<file path="src/hdl/dbg_unit_pkg.sv">
// Shared widths, bank codes, register offsets and layouts for the debug unit; imported by its modules
`default_nettype none

package dbg_unit_pkg;

  //////////////////////////////////////////////////////////////////////
  // Widths
  localparam int unsigned XLEN       = 32;
  localparam int unsigned DBG_ADDR_W = 16;
  localparam int unsigned DU_ADDR_W  = 12;
  localparam int unsigned BANK_W     = 4;

  //////////////////////////////////////////////////////////////////////
  // Banks, selected by the upper address bits
  localparam logic [BANK_W-1:0] BANK_INTERNAL = 4'h0;
  localparam logic [BANK_W-1:0] BANK_GPRS     = 4'h1;
  localparam logic [BANK_W-1:0] BANK_CSRS     = 4'h2;

  // GPR bank, 32 integer registers where bits 11:8 are zero
  localparam logic [DU_ADDR_W-1:0] GPR_BASE   = 12'h000;
  localparam logic [DU_ADDR_W-1:0] NPC_OFFSET = 12'h200;

  //////////////////////////////////////////////////////////////////////
  // Internal registers
  localparam logic [DU_ADDR_W-1:0] REG_CTRL    = 12'h000;
  localparam logic [DU_ADDR_W-1:0] REG_HIT     = 12'h001;
  localparam logic [DU_ADDR_W-1:0] REG_IE      = 12'h002;
  localparam logic [DU_ADDR_W-1:0] REG_CAUSE   = 12'h003;
  // Breakpoint n sits at these plus 2*n
  localparam logic [DU_ADDR_W-1:0] REG_BPCTRL0 = 12'h010;
  localparam logic [DU_ADDR_W-1:0] REG_BPDATA0 = 12'h011;

  localparam int unsigned NUM_BP     = 3;
  localparam int unsigned HIT_BP_LSB = 4;

  //////////////////////////////////////////////////////////////////////
  // Breakpoint condition codes; any other code never hits
  localparam int unsigned CC_W = 3;

  localparam logic [CC_W-1:0] CC_FETCH = 3'd0;
  localparam logic [CC_W-1:0] CC_LOAD  = 3'd1;
  localparam logic [CC_W-1:0] CC_STORE = 3'd2;
  localparam logic [CC_W-1:0] CC_LDST  = 3'd3;

  // Breakpoint control word, register view bits 6:4, 1 and 0
  typedef struct packed {
    logic [CC_W-1:0] cc;
    logic            enabled;
    logic            implemented;
  } bp_ctrl_t;

  // Exception bits from here upward are interrupts
  localparam int unsigned IRQ_BASE = 16;

endpackage

`default_nettype wire
</file>
<file path="src/hdl/dbg_reg_if.sv">
// Internal register bus from the host port to the unit's register blocks and breakpoints
`timescale 1ns/10ps
`default_nettype none

interface dbg_reg_if;
  import dbg_unit_pkg::*;

  // Single-cycle write strobe
  logic                 we;
  // Registered in-bank address and write data
  logic [DU_ADDR_W-1:0] addr;
  logic [XLEN-1:0]      wdata;
  // Internal read word
  logic [XLEN-1:0]      rdata;

  modport host (
    output we, addr, wdata,
    input  rdata
  );

  modport regs (
    input  we, addr, wdata,
    output rdata
  );

  modport bp (
    input  we, addr, wdata
  );

endinterface

`default_nettype wire

</file>
<file path="src/hdl/dbg_unit.sv">
// Debug unit top level; connects host port, registers, breakpoints and CPU control
`timescale 1ns/10ps
`default_nettype none

module dbg_unit (
  input  logic                                clk_i,
  input  logic                                rst_ni,

  // Host port
  input  logic                                dbg_stall_i,
  input  logic                                dbg_strb_i,
  input  logic                                dbg_we_i,
  input  logic [dbg_unit_pkg::DBG_ADDR_W-1:0] dbg_addr_i,
  input  logic [dbg_unit_pkg::XLEN-1:0]       dbg_d_i,
  output logic [dbg_unit_pkg::XLEN-1:0]       dbg_q_o,
  output logic                                dbg_ack_o,
  output logic                                dbg_bp_o,

  // CPU side
  output logic                                du_stall_o,
  output logic                                du_stall_if_o,
  output logic                                du_latch_nxt_pc_o,
  output logic                                du_flush_o,
  output logic                                du_we_rf_o,
  output logic                                du_re_rf_o,
  output logic                                du_we_csr_o,
  output logic                                du_re_csr_o,
  output logic                                du_we_pc_o,
  output logic [dbg_unit_pkg::DU_ADDR_W-1:0]  du_addr_o,
  output logic [dbg_unit_pkg::XLEN-1:0]       du_d_o,
  output logic [31:0]                         du_ie_o,
  input  logic [dbg_unit_pkg::XLEN-1:0]       du_rf_q_i,
  input  logic [dbg_unit_pkg::XLEN-1:0]       st_csr_q_i,
  input  logic [dbg_unit_pkg::XLEN-1:0]       if_nxt_pc_i,
  input  logic [dbg_unit_pkg::XLEN-1:0]       pd_pc_i,
  input  logic                                pd_valid_i,
  input  logic                                if_nxt_valid_i,
  input  logic                                flush_i,
  input  logic [dbg_unit_pkg::XLEN-1:0]       mem_memadr_i,
  input  logic                                mem_read_i,
  input  logic                                mem_write_i,
  input  logic                                dmem_ack_i,
  input  logic [31:0]                         du_exceptions_i
);
  import dbg_unit_pkg::*;

  logic [NUM_BP-1:0]           bp_hit;
  logic [NUM_BP-1:0][XLEN-1:0] bp_rdata;
  logic                        hit_any;

  dbg_reg_if regs_bus ();

  //////////////////////////////////////////////////////////////////////
  // Host side
  dbg_host_port u_host_port (
    .clk_i       (clk_i),
    .rst_ni      (rst_ni),
    .dbg_strb_i  (dbg_strb_i),
    .dbg_we_i    (dbg_we_i),
    .dbg_addr_i  (dbg_addr_i),
    .dbg_d_i     (dbg_d_i),
    .dbg_stall_i (dbg_stall_i),
    .rf_q_i      (du_rf_q_i),
    .csr_q_i     (st_csr_q_i),
    .nxt_pc_i    (if_nxt_pc_i),
    .dbg_q_o     (dbg_q_o),
    .dbg_ack_o   (dbg_ack_o),
    .we_rf_o     (du_we_rf_o),
    .re_rf_o     (du_re_rf_o),
    .we_csr_o    (du_we_csr_o),
    .re_csr_o    (du_re_csr_o),
    .we_pc_o     (du_we_pc_o),
    .cpu_addr_o  (du_addr_o),
    .cpu_d_o     (du_d_o),
    .regs_o      (regs_bus)
  );

  dbg_regs u_regs (
    .clk_i        (clk_i),
    .rst_ni       (rst_ni),
    .regs_i       (regs_bus),
    .step_valid_i (if_nxt_valid_i),
    .exceptions_i (du_exceptions_i),
    .flush_exit_i (du_flush_o),
    .bp_hit_i     (bp_hit),
    .bp_rdata_i   (bp_rdata),
    .ie_o         (du_ie_o),
    .hit_any_o    (hit_any)
  );

  //////////////////////////////////////////////////////////////////////
  // Breakpoints
  for (genvar n = 0; n < NUM_BP; n++)
  begin : gen_bp
    dbg_breakpoint #(
      .BP_INDEX (n)
    ) u_bp (
      .clk_i         (clk_i),
      .rst_ni        (rst_ni),
      .regs_i        (regs_bus),
      .fetch_pc_i    (pd_pc_i),
      .fetch_valid_i (pd_valid_i),
      .flush_i       (flush_i),
      .mem_addr_i    (mem_memadr_i),
      .mem_read_i    (mem_read_i),
      .mem_write_i   (mem_write_i),
      .dmem_ack_i    (dmem_ack_i),
      .hit_o         (bp_hit[n]),
      .rdata_o       (bp_rdata[n])
    );
  end

  dbg_cpu_ctrl u_cpu_ctrl (
    .clk_i          (clk_i),
    .rst_ni         (rst_ni),
    .dbg_stall_i    (dbg_stall_i),
    .flush_i        (flush_i),
    .exceptions_i   (du_exceptions_i),
    .hit_any_i      (hit_any),
    .latch_nxt_pc_o (du_latch_nxt_pc_o),
    .flush_o        (du_flush_o),
    .dbg_bp_o       (dbg_bp_o)
  );

  // Fetch also halts on any pending hit
  assign du_stall_o    = dbg_stall_i;
  assign du_stall_if_o = dbg_stall_i | hit_any;

endmodule

`default_nettype wire

</file>
<file path="src/hdl/dbg_cpu_ctrl.sv">
// Stall entry and exit pulses toward the CPU and the registered breakpoint flag to the host
`timescale 1ns/10ps
`default_nettype none

module dbg_cpu_ctrl (
  input  logic        clk_i,
  input  logic        rst_ni,
  input  logic        dbg_stall_i,
  input  logic        flush_i,
  input  logic [31:0] exceptions_i,
  input  logic        hit_any_i,
  output logic        latch_nxt_pc_o,
  output logic        flush_o,
  output logic        dbg_bp_o
);

  logic stall_q;

  always_ff @(posedge clk_i or negedge rst_ni)
  begin
    if (!rst_ni)
    begin
      stall_q        <= 1'b0;
      latch_nxt_pc_o <= 1'b0;
      flush_o        <= 1'b0;
      dbg_bp_o       <= 1'b0;
    end
    else
    begin
      stall_q        <= dbg_stall_i;
      // Entering debug, capture next PC
      latch_nxt_pc_o <= dbg_stall_i & ~stall_q;
      // Leaving debug, memory may have changed
      flush_o        <= ~dbg_stall_i & stall_q;
      // No break reported while the pipeline is flushed
      dbg_bp_o       <= ~flush_o & ~flush_i & ((|exceptions_i) | hit_any_i);
    end
  end

endmodule

`default_nettype wire

</file>
<file path="src/hdl/dbg_breakpoint.sv">
// One address breakpoint with its control and data registers and hit comparator
`timescale 1ns/10ps
`default_nettype none

module dbg_breakpoint #(
  parameter int unsigned BP_INDEX = 0
) (
  input  logic                          clk_i,
  input  logic                          rst_ni,
  dbg_reg_if.bp                         regs_i,
  input  logic [dbg_unit_pkg::XLEN-1:0] fetch_pc_i,
  input  logic                          fetch_valid_i,
  input  logic                          flush_i,
  input  logic [dbg_unit_pkg::XLEN-1:0] mem_addr_i,
  input  logic                          mem_read_i,
  input  logic                          mem_write_i,
  input  logic                          dmem_ack_i,
  output logic                          hit_o,
  output logic [dbg_unit_pkg::XLEN-1:0] rdata_o
);
  import dbg_unit_pkg::*;

  logic            sel_ctrl;
  logic            sel_data;
  logic [CC_W-1:0] cc_q;
  logic            en_q;
  logic [XLEN-1:0] data_q;
  bp_ctrl_t        ctrl;
  logic            pc_match;
  logic            mem_match;

  // Own register pair
  assign sel_ctrl = regs_i.addr == DU_ADDR_W'(REG_BPCTRL0 + 2 * BP_INDEX);
  assign sel_data = regs_i.addr == DU_ADDR_W'(REG_BPDATA0 + 2 * BP_INDEX);

  always_ff @(posedge clk_i or negedge rst_ni)
  begin
    if (!rst_ni)
    begin
      cc_q   <= '0;
      en_q   <= 1'b0;
      data_q <= '0;
    end
    else if (regs_i.we)
    begin
      if (sel_ctrl)
      begin
        cc_q <= regs_i.wdata[6:4];
        en_q <= regs_i.wdata[1];
      end
      if (sel_data)
        data_q <= regs_i.wdata;
    end
  end

  assign ctrl = '{cc: cc_q, enabled: en_q, implemented: 1'b1};

  always_comb
  begin
    if (sel_ctrl)
      rdata_o = {{(XLEN-7){1'b0}}, ctrl.cc, 2'b00, ctrl.enabled, ctrl.implemented};
    else if (sel_data)
      rdata_o = data_q;
    else
      rdata_o = '0;
  end

  //////////////////////////////////////////////////////////////////////
  // Hit comparator
  assign pc_match  = fetch_pc_i == data_q;
  assign mem_match = (mem_addr_i == data_q) & dmem_ack_i;

  always_comb
  begin
    if (!ctrl.enabled)
      hit_o = 1'b0;
    else
      case (ctrl.cc)
        CC_FETCH: hit_o = pc_match & fetch_valid_i & ~flush_i;
        CC_LOAD:  hit_o = mem_match & mem_read_i;
        CC_STORE: hit_o = mem_match & mem_write_i;
        CC_LDST:  hit_o = mem_match & (mem_read_i | mem_write_i);
        default:  hit_o = 1'b0;
      endcase
  end

endmodule

`default_nettype wire

</file>
<file path="src/hdl/dbg_regs.sv">
// Debug control, hit, interrupt-enable and cause registers with the internal read mux
`timescale 1ns/10ps
`default_nettype none

module dbg_regs (
  input  logic                                           clk_i,
  input  logic                                           rst_ni,
  dbg_reg_if.regs                                        regs_i,
  input  logic                                           step_valid_i,
  input  logic [31:0]                                    exceptions_i,
  input  logic                                           flush_exit_i,
  input  logic [dbg_unit_pkg::NUM_BP-1:0]                bp_hit_i,
  input  logic [dbg_unit_pkg::NUM_BP-1:0][dbg_unit_pkg::XLEN-1:0] bp_rdata_i,
  output logic [31:0]                                    ie_o,
  output logic                                           hit_any_o
);
  import dbg_unit_pkg::*;

  logic              step_en_q;
  logic              step_hit_q;
  logic [NUM_BP-1:0] bp_hit_q;
  logic [31:0]       ie_q;
  logic [XLEN-1:0]   cause_q;
  logic [4:0]        trap_idx;
  logic [4:0]        irq_idx;
  logic [XLEN-1:0]   hit_word;
  logic [XLEN-1:0]   int_word;

  //////////////////////////////////////////////////////////////////////
  // CTRL and IE
  always_ff @(posedge clk_i or negedge rst_ni)
  begin
    if (!rst_ni)
    begin
      step_en_q <= 1'b0;
      ie_q      <= '0;
    end
    else if (regs_i.we)
    begin
      if (regs_i.addr == REG_CTRL)
        step_en_q <= regs_i.wdata[0];
      if (regs_i.addr == REG_IE)
        ie_q <= regs_i.wdata[31:0];
    end
  end

  assign ie_o = ie_q;

  // HIT flags are sticky until the host rewrites them
  always_ff @(posedge clk_i or negedge rst_ni)
  begin
    if (!rst_ni)
    begin
      step_hit_q <= 1'b0;
      bp_hit_q   <= '0;
    end
    else if (regs_i.we && regs_i.addr == REG_HIT)
    begin
      step_hit_q <= regs_i.wdata[0];
      bp_hit_q   <= regs_i.wdata[HIT_BP_LSB +: NUM_BP];
    end
    else
    begin
      if (step_en_q && step_valid_i)
        step_hit_q <= 1'b1;
      bp_hit_q <= bp_hit_q | bp_hit_i;
    end
  end

  assign hit_any_o = step_hit_q | (|bp_hit_q);

  //////////////////////////////////////////////////////////////////////
  // CAUSE encoding, lowest set bit wins
  always_comb
  begin
    trap_idx = '0;
    irq_idx  = '0;
    for (int i = IRQ_BASE - 1; i >= 0; i--)
      if (exceptions_i[i])
        trap_idx = 5'(i);
    for (int i = 31; i >= IRQ_BASE; i--)
      if (exceptions_i[i])
        irq_idx = 5'(i - IRQ_BASE);
  end

  always_ff @(posedge clk_i or negedge rst_ni)
  begin
    if (!rst_ni)
      cause_q <= '0;
    else if (regs_i.we && regs_i.addr == REG_CAUSE)
      cause_q <= regs_i.wdata;
    else if (flush_exit_i && !(|exceptions_i))
      cause_q <= '0;
    else if (|exceptions_i[IRQ_BASE-1:0])
      cause_q <= XLEN'(trap_idx);
    else if (|exceptions_i[31:IRQ_BASE])
      // Interrupts carry the top bit
      cause_q <= {1'b1, {(XLEN-6){1'b0}}, irq_idx};
  end

  //////////////////////////////////////////////////////////////////////
  // Read mux
  always_comb
  begin
    hit_word                         = '0;
    hit_word[0]                      = step_hit_q;
    hit_word[HIT_BP_LSB +: NUM_BP]   = bp_hit_q;
  end

  always_comb
  begin
    case (regs_i.addr)
      REG_CTRL:  int_word = {{(XLEN-1){1'b0}}, step_en_q};
      REG_HIT:   int_word = hit_word;
      REG_IE:    int_word = ie_q;
      REG_CAUSE: int_word = cause_q;
      default:   int_word = '0;
    endcase
    // Breakpoint words are zero unless addressed
    for (int n = 0; n < NUM_BP; n++)
      int_word = int_word | bp_rdata_i[n];
  end

  assign regs_i.rdata = int_word;

endmodule

`default_nettype wire

</file>
<file path="src/hdl/dbg_host_port.sv">
// Host strobe/acknowledge port; decodes banks, times the ack and drives CPU and internal strobes
`timescale 1ns/10ps
`default_nettype none

module dbg_host_port (
  input  logic                                clk_i,
  input  logic                                rst_ni,
  input  logic                                dbg_strb_i,
  input  logic                                dbg_we_i,
  input  logic [dbg_unit_pkg::DBG_ADDR_W-1:0] dbg_addr_i,
  input  logic [dbg_unit_pkg::XLEN-1:0]       dbg_d_i,
  input  logic                                dbg_stall_i,
  input  logic [dbg_unit_pkg::XLEN-1:0]       rf_q_i,
  input  logic [dbg_unit_pkg::XLEN-1:0]       csr_q_i,
  input  logic [dbg_unit_pkg::XLEN-1:0]       nxt_pc_i,
  output logic [dbg_unit_pkg::XLEN-1:0]       dbg_q_o,
  output logic                                dbg_ack_o,
  output logic                                we_rf_o,
  output logic                                re_rf_o,
  output logic                                we_csr_o,
  output logic                                re_csr_o,
  output logic                                we_pc_o,
  output logic [dbg_unit_pkg::DU_ADDR_W-1:0]  cpu_addr_o,
  output logic [dbg_unit_pkg::XLEN-1:0]       cpu_d_o,
  dbg_reg_if.host                             regs_o
);
  import dbg_unit_pkg::*;

  logic [BANK_W-1:0]    bank;
  logic [DU_ADDR_W-1:0] offset;
  logic                 sel_int;
  logic                 sel_gpr;
  logic                 sel_npc;
  logic                 sel_csr;
  logic                 access;
  logic                 wr;
  logic                 strb_q;
  logic                 we_int_q;
  logic [2:0]           ack_q;
  logic [DU_ADDR_W-1:0] addr_q;
  logic [XLEN-1:0]      data_q;

  //////////////////////////////////////////////////////////////////////
  // Address decode
  assign bank    = dbg_addr_i[DBG_ADDR_W-1:DU_ADDR_W];
  assign offset  = dbg_addr_i[DU_ADDR_W-1:0];
  assign sel_int = bank == BANK_INTERNAL;
  assign sel_gpr = (bank == BANK_GPRS) && (offset[11:8] == GPR_BASE[11:8]);
  assign sel_npc = (bank == BANK_GPRS) && (offset == NPC_OFFSET);
  assign sel_csr = bank == BANK_CSRS;

  // CPU banks only while the CPU is held
  assign access = dbg_strb_i & (sel_int | dbg_stall_i);

  // First accepted cycle only
  assign wr = access & ~strb_q & dbg_we_i;

  always_ff @(posedge clk_i or negedge rst_ni)
  begin
    if (!rst_ni)
    begin
      strb_q   <= 1'b0;
      we_int_q <= 1'b0;
      we_rf_o  <= 1'b0;
      we_csr_o <= 1'b0;
      we_pc_o  <= 1'b0;
    end
    else
    begin
      strb_q   <= dbg_strb_i;
      we_int_q <= wr & sel_int;
      we_rf_o  <= wr & sel_gpr;
      we_csr_o <= wr & sel_csr;
      we_pc_o  <= wr & sel_npc;
    end
  end

  always_ff @(posedge clk_i)
  begin
    addr_q <= offset;
    data_q <= dbg_d_i;
  end

  assign cpu_addr_o   = addr_q;
  assign cpu_d_o      = data_q;
  assign regs_o.we    = we_int_q;
  assign regs_o.addr  = addr_q;
  assign regs_o.wdata = data_q;

  assign re_rf_o  = dbg_strb_i & sel_gpr;
  assign re_csr_o = dbg_strb_i & sel_csr;

  //////////////////////////////////////////////////////////////////////
  // Acknowledge after three edges, then drop for one
  always_ff @(posedge clk_i or negedge rst_ni)
  begin
    if (!rst_ni)
      ack_q <= 3'b000;
    else
      ack_q <= {3{access & ~dbg_ack_o}} & {1'b1, ack_q[2:1]};
  end

  assign dbg_ack_o = ack_q[0];

  // Read data, sampled from the live address every cycle
  always_ff @(posedge clk_i)
  begin
    if (sel_int)
      dbg_q_o <= regs_o.rdata;
    else if (sel_gpr)
      dbg_q_o <= rf_q_i;
    else if (sel_npc)
      dbg_q_o <= nxt_pc_i;
    else if (sel_csr)
      dbg_q_o <= csr_q_i;
    else
      dbg_q_o <= '0;
  end

endmodule

`default_nettype wire

</file>
<file path="config.mk">
export PLATFORM = sky130hd
export DESIGN_NAME = dbg_unit
export DESIGN_NICKNAME = d
export VERILOG_FILES = /design/src/hdl/dbg_unit_pkg.sv /design/src/hdl/dbg_reg_if.sv /design/src/hdl/dbg_unit.sv /design/src/hdl/dbg_cpu_ctrl.sv /design/src/hdl/dbg_breakpoint.sv /design/src/hdl/dbg_regs.sv /design/src/hdl/dbg_host_port.sv
export SDC_FILE = /design/constraint.sdc
export NUM_CORES = 1
export LEC_CHECK = 0
export ABC_AREA = 0
export BUFFER_PORTS_ARGS = -buffer_cell sky130_fd_sc_hd__buf_4
export CAP_MARGIN = 20
export CORE_MARGIN = 2
export CORE_UTILIZATION = 45
export DETAILED_ROUTE_END_ITERATION = 8
export GPL_ROUTABILITY_DRIVEN = 1
export HOLD_SLACK_MARGIN = 0.02
export MAX_ROUTING_LAYER = met4
export PLACE_DENSITY = 0.7
export SKIP_CTS_REPAIR_TIMING = 1
export SLEW_MARGIN = 20
export SYNTH_ARGS = -nofsm -noshare
export SYNTH_HDL_FRONTEND = slang
export SYNTH_SLANG_ARGS = --single-unit
</file>
<file path="constraint.sdc">
create_clock -name clk_i -period 6.64 [get_ports clk_i]
set_input_delay 1.328 -clock clk_i [delete_from_list [all_inputs] [get_ports clk_i]]
set_output_delay 1.328 -clock clk_i [all_outputs]
set_load 0.01 [all_outputs]
</file>
==> flow_summary.toml, run 1 <==
[outcome]
status = "completed"

[sta]
rsz0062_at_grt = "no"
period_share = 0.591
worstMarginPinSlew_ps = 1020
worst_clock_skew_ps = 16.0
final_max_slew_viol_count = 0
max_freq_ghz = 0.255
hold_violations = 0
slew_headroom = 0.323
fin_tns_setup_ps = 0
setup_viol = 0
layout_min_cycle_time_ps = 3920

[setup_path]
cp_max_fo = 33
r2r_start = "u_host_port.cpu_addr_o[0]"
cp-start-kind = "flip-flop"
reg2reg_to = "gen_bp[0].u_bp.data_q[30]"
end_kind = "flip-flop"
reg2reg_setup_slack_ps = 2720
timing.critical_path.arrival_ps = 4360
worstSetupPathType = "flip-flop to flip-flop"
required_ps = 7080
reg2reg_depth = 5

[drt]
dr.pass1.iters = 6
route.detailed.drc = 0
vias = 11488
drt-initial-drc-count = 1194
wl_per_cell_um = 26.3
vias_per_cell = 5.95
drtAntennaViolNets = 0
totalWireLength_um = 50800

[global_routing]
gr-total-overflow = 0
grt_pass1_wl_um = 73700
antenna_found_initial = 4
grt_pass1_vias = 11208
grt_max_degree = 120
track_usage = 0.334

[synth]
async_flop_share = 0.713
synth_edf_count = 0
syn_nets = 1415
yosys.area.top_type = "dfrtp_1"
yosysWarnings = 0
seq_area_frac_synth = 0.475
netlist_instances = 1164
synth_cell_type_count = 63
ys_ff_latch = 265
synth_top_area_frac = 0.359
ys_top_cells_by_area = "dfrtp_1 (36%), dfxtp_1 (12%), mux2_2 (11%)"
netlist_area_um2 = 13200
synth_ff_type = "dfrtp_1"
syn_avg_cell_area_um2 = 11.3

[final_layout]
multi_input_area_um2 = 6550
nNetsFinal = 1771
fillerInstances = 2447
synthToLayoutAreaGrowth_pct = 30.6
postLayoutCellArea_um2 = 17200
drive_gt1_frac = 0.374
seq_area_um2 = 6250

[power]
peakVddDrop_v = 0.000162
leakagePower_uw = 0.00811
power_density_nw_per_um2 = 211

[clock_network]
root_buffer = "clkbuf_16"
clk_pin_slew_ps = 60
h-tree-depth = 1
clock-sinks = 265
clk_path_buf_depth = 3
tritoncts = "yes"
cts_inserted_buffers = 29
worstSkewPairLatency_ps = 560

[worst_hold_path]
hold_path.class = "flip-flop to flip-flop"
hold_path.startpoint = "u_cpu_ctrl.stall_q"
hold_end = "u_cpu_ctrl.latch_nxt_pc_o"
min_path_cells = 1

[place]
io_buffers = 369
dp.final_hpwl_um = 39100
gp_congestion = 0.976
placed_area_um2 = 16200

[floorplan]
core-area_um2 = 28800
die_h_um = 175
die-area_um2 = 30700
die_x_um = 175
start_util = 0.458
pin_count = 370
rows = 62

[run]
maxCapViolCount = 0
## power breakdown
group | internal [uW] | switching, uW | total [uW]
registers | 1630 | 33.1 | 1660
logic | 170 | 168 | 339
clock network | 978 | 652 | 1630
## cells in the final DEF (no fill, tap or decap), drive strengths merged, types with 12 or more instances in the layout
cell    count
nand4      21
o21ai      46
buf       382
a22oi      34
mux2      133
clkbuf     45
xor2      141
a222oi     19
nor3       25
dfxtp      76
nand2      38
nor4       49
dfrtp     189
nand3      13
nor2       35
a221o      12
o21a       15
a21oi      42
a22o       58
inv        21
xnor2      51
a221oi     14
## cell type report
type | instances | area share
tap | 384 | 0.0279
inverter | 19 | 0.00415
antenna | 4 | 0.000582
sequential | 265 | 0.363
clock buffer | 45 | 0.0486
timing repair buffer | 382 | 0.168
multi-input combinational | 823 | 0.381
clock inverter | 8 | 0.00713
## worst max-delay path by stage
stage / startpoint / end / slack, ps / depth (start not counted)
after floorplan: dbg_addr_i[8] / du_re_rf_o / 2840 / 5
after global placement: du_exceptions_i[17] / u_regs.cause_q[3] / 2430 / 8
after detailed placement: du_exceptions_i[17] / u_regs.cause_q[3] / 2390 / 8
after CTS: u_host_port.cpu_addr_o[0] / gen_bp[0].u_bp.data_q[22] / 2890 / 5
after global routing: u_host_port.cpu_addr_o[0] / gen_bp[0].u_bp.data_q[22] / 2530 / 5
final: u_host_port.cpu_addr_o[0] / gen_bp[0].u_bp.data_q[30] / 2720 / 5
## per-stage QoR
| stage | worst slack [ps] | total power (uW) | utilization | std cells | hold WS (ps) |
|---|---|---|---|---|---|
| global route | 2530 | 3750 | 0.598 | 1930 | 459 |
| finish | 2720 | 3630 | 0.598 | 1930 | 422 |
| CTS | 2890 | 3650 | 0.597 | 1926 | 422 |
| detailed placement | 2390 | 2030 | 0.564 | 1873 | 410 |
| floorplan | 2840 | 1770 | - | 1164 | 395 |
| global placement | 2430 | 2030 | 0.564 | 1873 | 402 |
## synthesized netlist by cell type (13+ instances only)
cell type and n:
dfxtp_1 76, nand4_1 21, dfrtp_1 189, nand2_1 34, nor2_1 33, buf_2 15, nand3_1 13, xor2_1 141
a22oi_1 33, a22o_1 58, clkbuf_1 23, o21ai_0 46, inv_1 19, nor4_1 47, a222oi_1 19, a221oi_1 14
mux2_2 130, o21a_1 15, nor3_1 21, a21oi_1 42, xnor2_1 51
## routing by layer
| layer | global-route usage | vias up | part of all wire |
|---|---|---|---|
| li1 | - | 5075 | - |
| met5 | - | - | 0 |
| met2 | 0.522 | 632 | 0.47 |
| met4 | 0.0865 | 0 | 0.025 |
| met3 | 0.0455 | 73 | 0.082 |
| met1 | 0.461 | 5708 | 0.42 |
## cells by family (layout without fill, tap and decap cells)
kind of cell | count (synthesis) | in the layout | share of synthesized area
compound gates | 270 | 270 | 0.151
xor+xnor | 192 | 192 | 0.128
simple gates | 222 | 222 | 0.0966
other cells | 0 | 4 | 0
buf+inv | 76 | 454 | 0.0303
flops | 265 | 265 | 0.475
mux | 139 | 139 | 0.120
## registers in the layout, summed over array words and instances, names as in the netlist, 3 cells and up
signal / flops
u_host_port.ack_q: 3
u_regs.ie_o: 32
gen_bp.u_bp.cc_q: 9
gen_bp.u_bp.data_q: 96
u_host_port.cpu_d_o: 32
u_regs.bp_hit_q: 3
u_host_port.cpu_addr_o: 12
u_host_port.dbg_q_o: 32
gen_bp.u_bp.en_q: 3
u_regs.cause_q: 32
## worst max-delay path, cell delays in order, from the launching register on
cell and delay [ps]:
dfxtp_1 940, nor2b_1 520, nand2_1 230, nor2_4 740, nand2_2 800, mux2_2 540
Power figures use the tool's default switching activity.
==> run 2: changes to the inputs <==
- PLACE_DENSITY: 0.7 -> 0.73
- clock period: 6.64 -> 3.26 ns (I/O delays scaled with it)
==> run 2 against run 1 <==
Against the previous run:
- design area increased by 1.4%
- cell count increased by 0.88%
- utilization increased by 0.82 points
- combinational power increased by 110%
- setup slack got worse by 2200 ps
- first-iteration DRC count decreased by 13%
- routed wire length decreased by 0.49%
- count of clock-buffer cells in the layout decreased by 2
- critical endpoint is now du_stall_if_o
==> flow_summary.toml, run 2 (same netlist as run 1, synthesis figures left out) <==
[floorplan]
die_h_um = 175
rows = 62
die_x_um = 175
start_util = 0.458
pin_count = 370
die-area_um2 = 30700
core-area_um2 = 28800

[sta]
slew_headroom = 0.401
period_share = 0.828
fin_tns_setup_ps = 0
worstMarginPinSlew_ps = 891
setup_viol = 0
layout_min_cycle_time_ps = 2700
whs_ps = 98.6
hold_violations = 0
setup_ws_ps = 560
final_max_slew_viol_count = 0
max_freq_ghz = 0.370
worst_clock_skew_ps = 23.1
rsz0062_at_grt = "no"

[global_routing]
antenna_found_initial = 4
top_usage_layer = "met2"
grt_pass1_vias = 11376
grt_pass1_wl_um = 74300
grt_use_met1 = 0.446
grtUsageMet3 = 0.0609
met2_usage = 0.526
grt_max_degree = 67
track_usage = 0.334
gr-total-overflow = 0

[drt]
route.detailed.drc = 0
totalWireLength_um = 50600
dr.pass1.iters = 8
wl_per_cell_um = 26.0
drt-initial-drc-count = 1039
vias_per_cell = 5.90
vias = 11493
drtAntennaViolNets = 0

[power]
peakVddDrop_v = 0.000339
combinationalPowerShare = 0.092
p_sw_uw = 1750
power_density_nw_per_um2 = 436
p_int_uw = 5850
seqPwrFrac = 0.446
leakagePower_uw = 0.00825
switching_share = 0.230
pwr-share-clk = 0.463

[final_layout]
drive_gt1_frac = 0.383
multi_input_area_um2 = 6540
nNetsFinal = 1789
fillerInstances = 2445
largest_reg_flops = 96
final_cell_mix = "buf_4 (395), dfrtp_1 (189), xor2_1 (141), mux2_2 (130), dfxtp_1 (76)"
synthToLayoutAreaGrowth_pct = 32.4
seq_area_um2 = 6250
layout_commonest_cell = "buf_4"
largest_register = "gen_bp.u_bp.data_q"

[setup_path]
cp_max_fo = 3
required_ps = 2610
reg2reg_to = "u_regs.ie_o[30]"
timing.critical_path.arrival_ps = 2050
reg2reg_depth = 5
reg2reg_setup_slack_ps = 690
cp-start-kind = "flip-flop"
r2r_start = "u_host_port.cpu_addr_o[9]"
end_kind = "primary output"
worstSetupPathType = "flip-flop to primary output"

[clock_network]
worstSkewPairLatency_ps = 560
cts_inserted_buffers = 29
clock-sinks = 265
clk_path_buf_depth = 3
clk_pin_slew_ps = 70
root_buffer = "clkbuf_16"
h-tree-depth = 1
tritoncts = "yes"

[run]
maxCapViolCount = 0

[worst_hold_path]
hold_path.class = "input pin to async pin"

[place]
gp_congestion = 1.04
dp.final_hpwl_um = 39400
io_buffers = 369
pre_cts_slack_ps = 483

[outcome]
status = "completed"
## run 2: changes by cell type in the layout (fill, tap and decap cells not counted), moves of 2 or more
cell       change
buf_4         +15
clkbuf_1       -5
clkinv_2       +2
buf_12         +3
inv_6          -2
clkbuf_16      +2
## run 2: through the flow
stage / util / cell area [um2] / power, uW / cells
after CTS: 0.606 / 17400 / 7630 / 1944
after global routing: 0.606 / 17400 / 7830 / 1947
after detailed placement: 0.570 / 16400 / 4140 / 1891
after floorplan: - / 13200 / 3610 / 1164
after global placement: 0.570 / 16400 / 4140 / 1891
final: 0.606 / 17400 / 7600 / 1947
## run 2: worst max path at each step
stage	endpoint	startpoint	cells past startpoint	slack, ps
after global routing	u_regs.ie_o[30]	u_host_port.cpu_addr_o[5]	5	500
after CTS	du_stall_if_o	u_regs.bp_hit_q[1]	3	570
after floorplan	u_regs.cause_q[3]	du_exceptions_i[17]	6	730
after global placement	u_regs.cause_q[3]	du_exceptions_i[17]	7	510
after detailed placement	u_regs.cause_q[16]	du_exceptions_i[17]	8	480
final	du_stall_if_o	u_regs.bp_hit_q[1]	3	560
## run 2: layer usage
| layer | part of all wire | vias up |
|---|---|---|
| met5 | 0 | - |
| met4 | 0.026 | 0 |
| met3 | 0.096 | 78 |
| met2 | 0.47 | 643 |
| met1 | 0.41 | 5671 |
| li1 | - | 5101 |
## run 2: layout make-up
type	instances	share of cell area
diodes	3	0.000431
repair buffers	400	0.175
well taps	384	0.0276
clock buffers	43	0.0505
clock inverters	10	0.00875
multi-input cells	823	0.375
inverters	19	0.00409
flip-flops and latches	265	0.358
## run 2: power by group through the flow
stage | Sequential (uW) | Combinational (uW) | Clock [uW]
6_report | 3390 | 698 | 3510
5_1_grt | 3390 | 743 | 3700
4_1_cts | 3380 | 697 | 3550
3_5_place_dp | 3450 | 692 | 0
3_3_place_gp | 3450 | 689 | 0
2_1_floorplan | 3440 | 173 | 0
## run 2: critical path: stages (launching register included)
cell	delay, ps
dfrtp_1	420
nor4_1	790
nand2b_1	110
buf_4	180
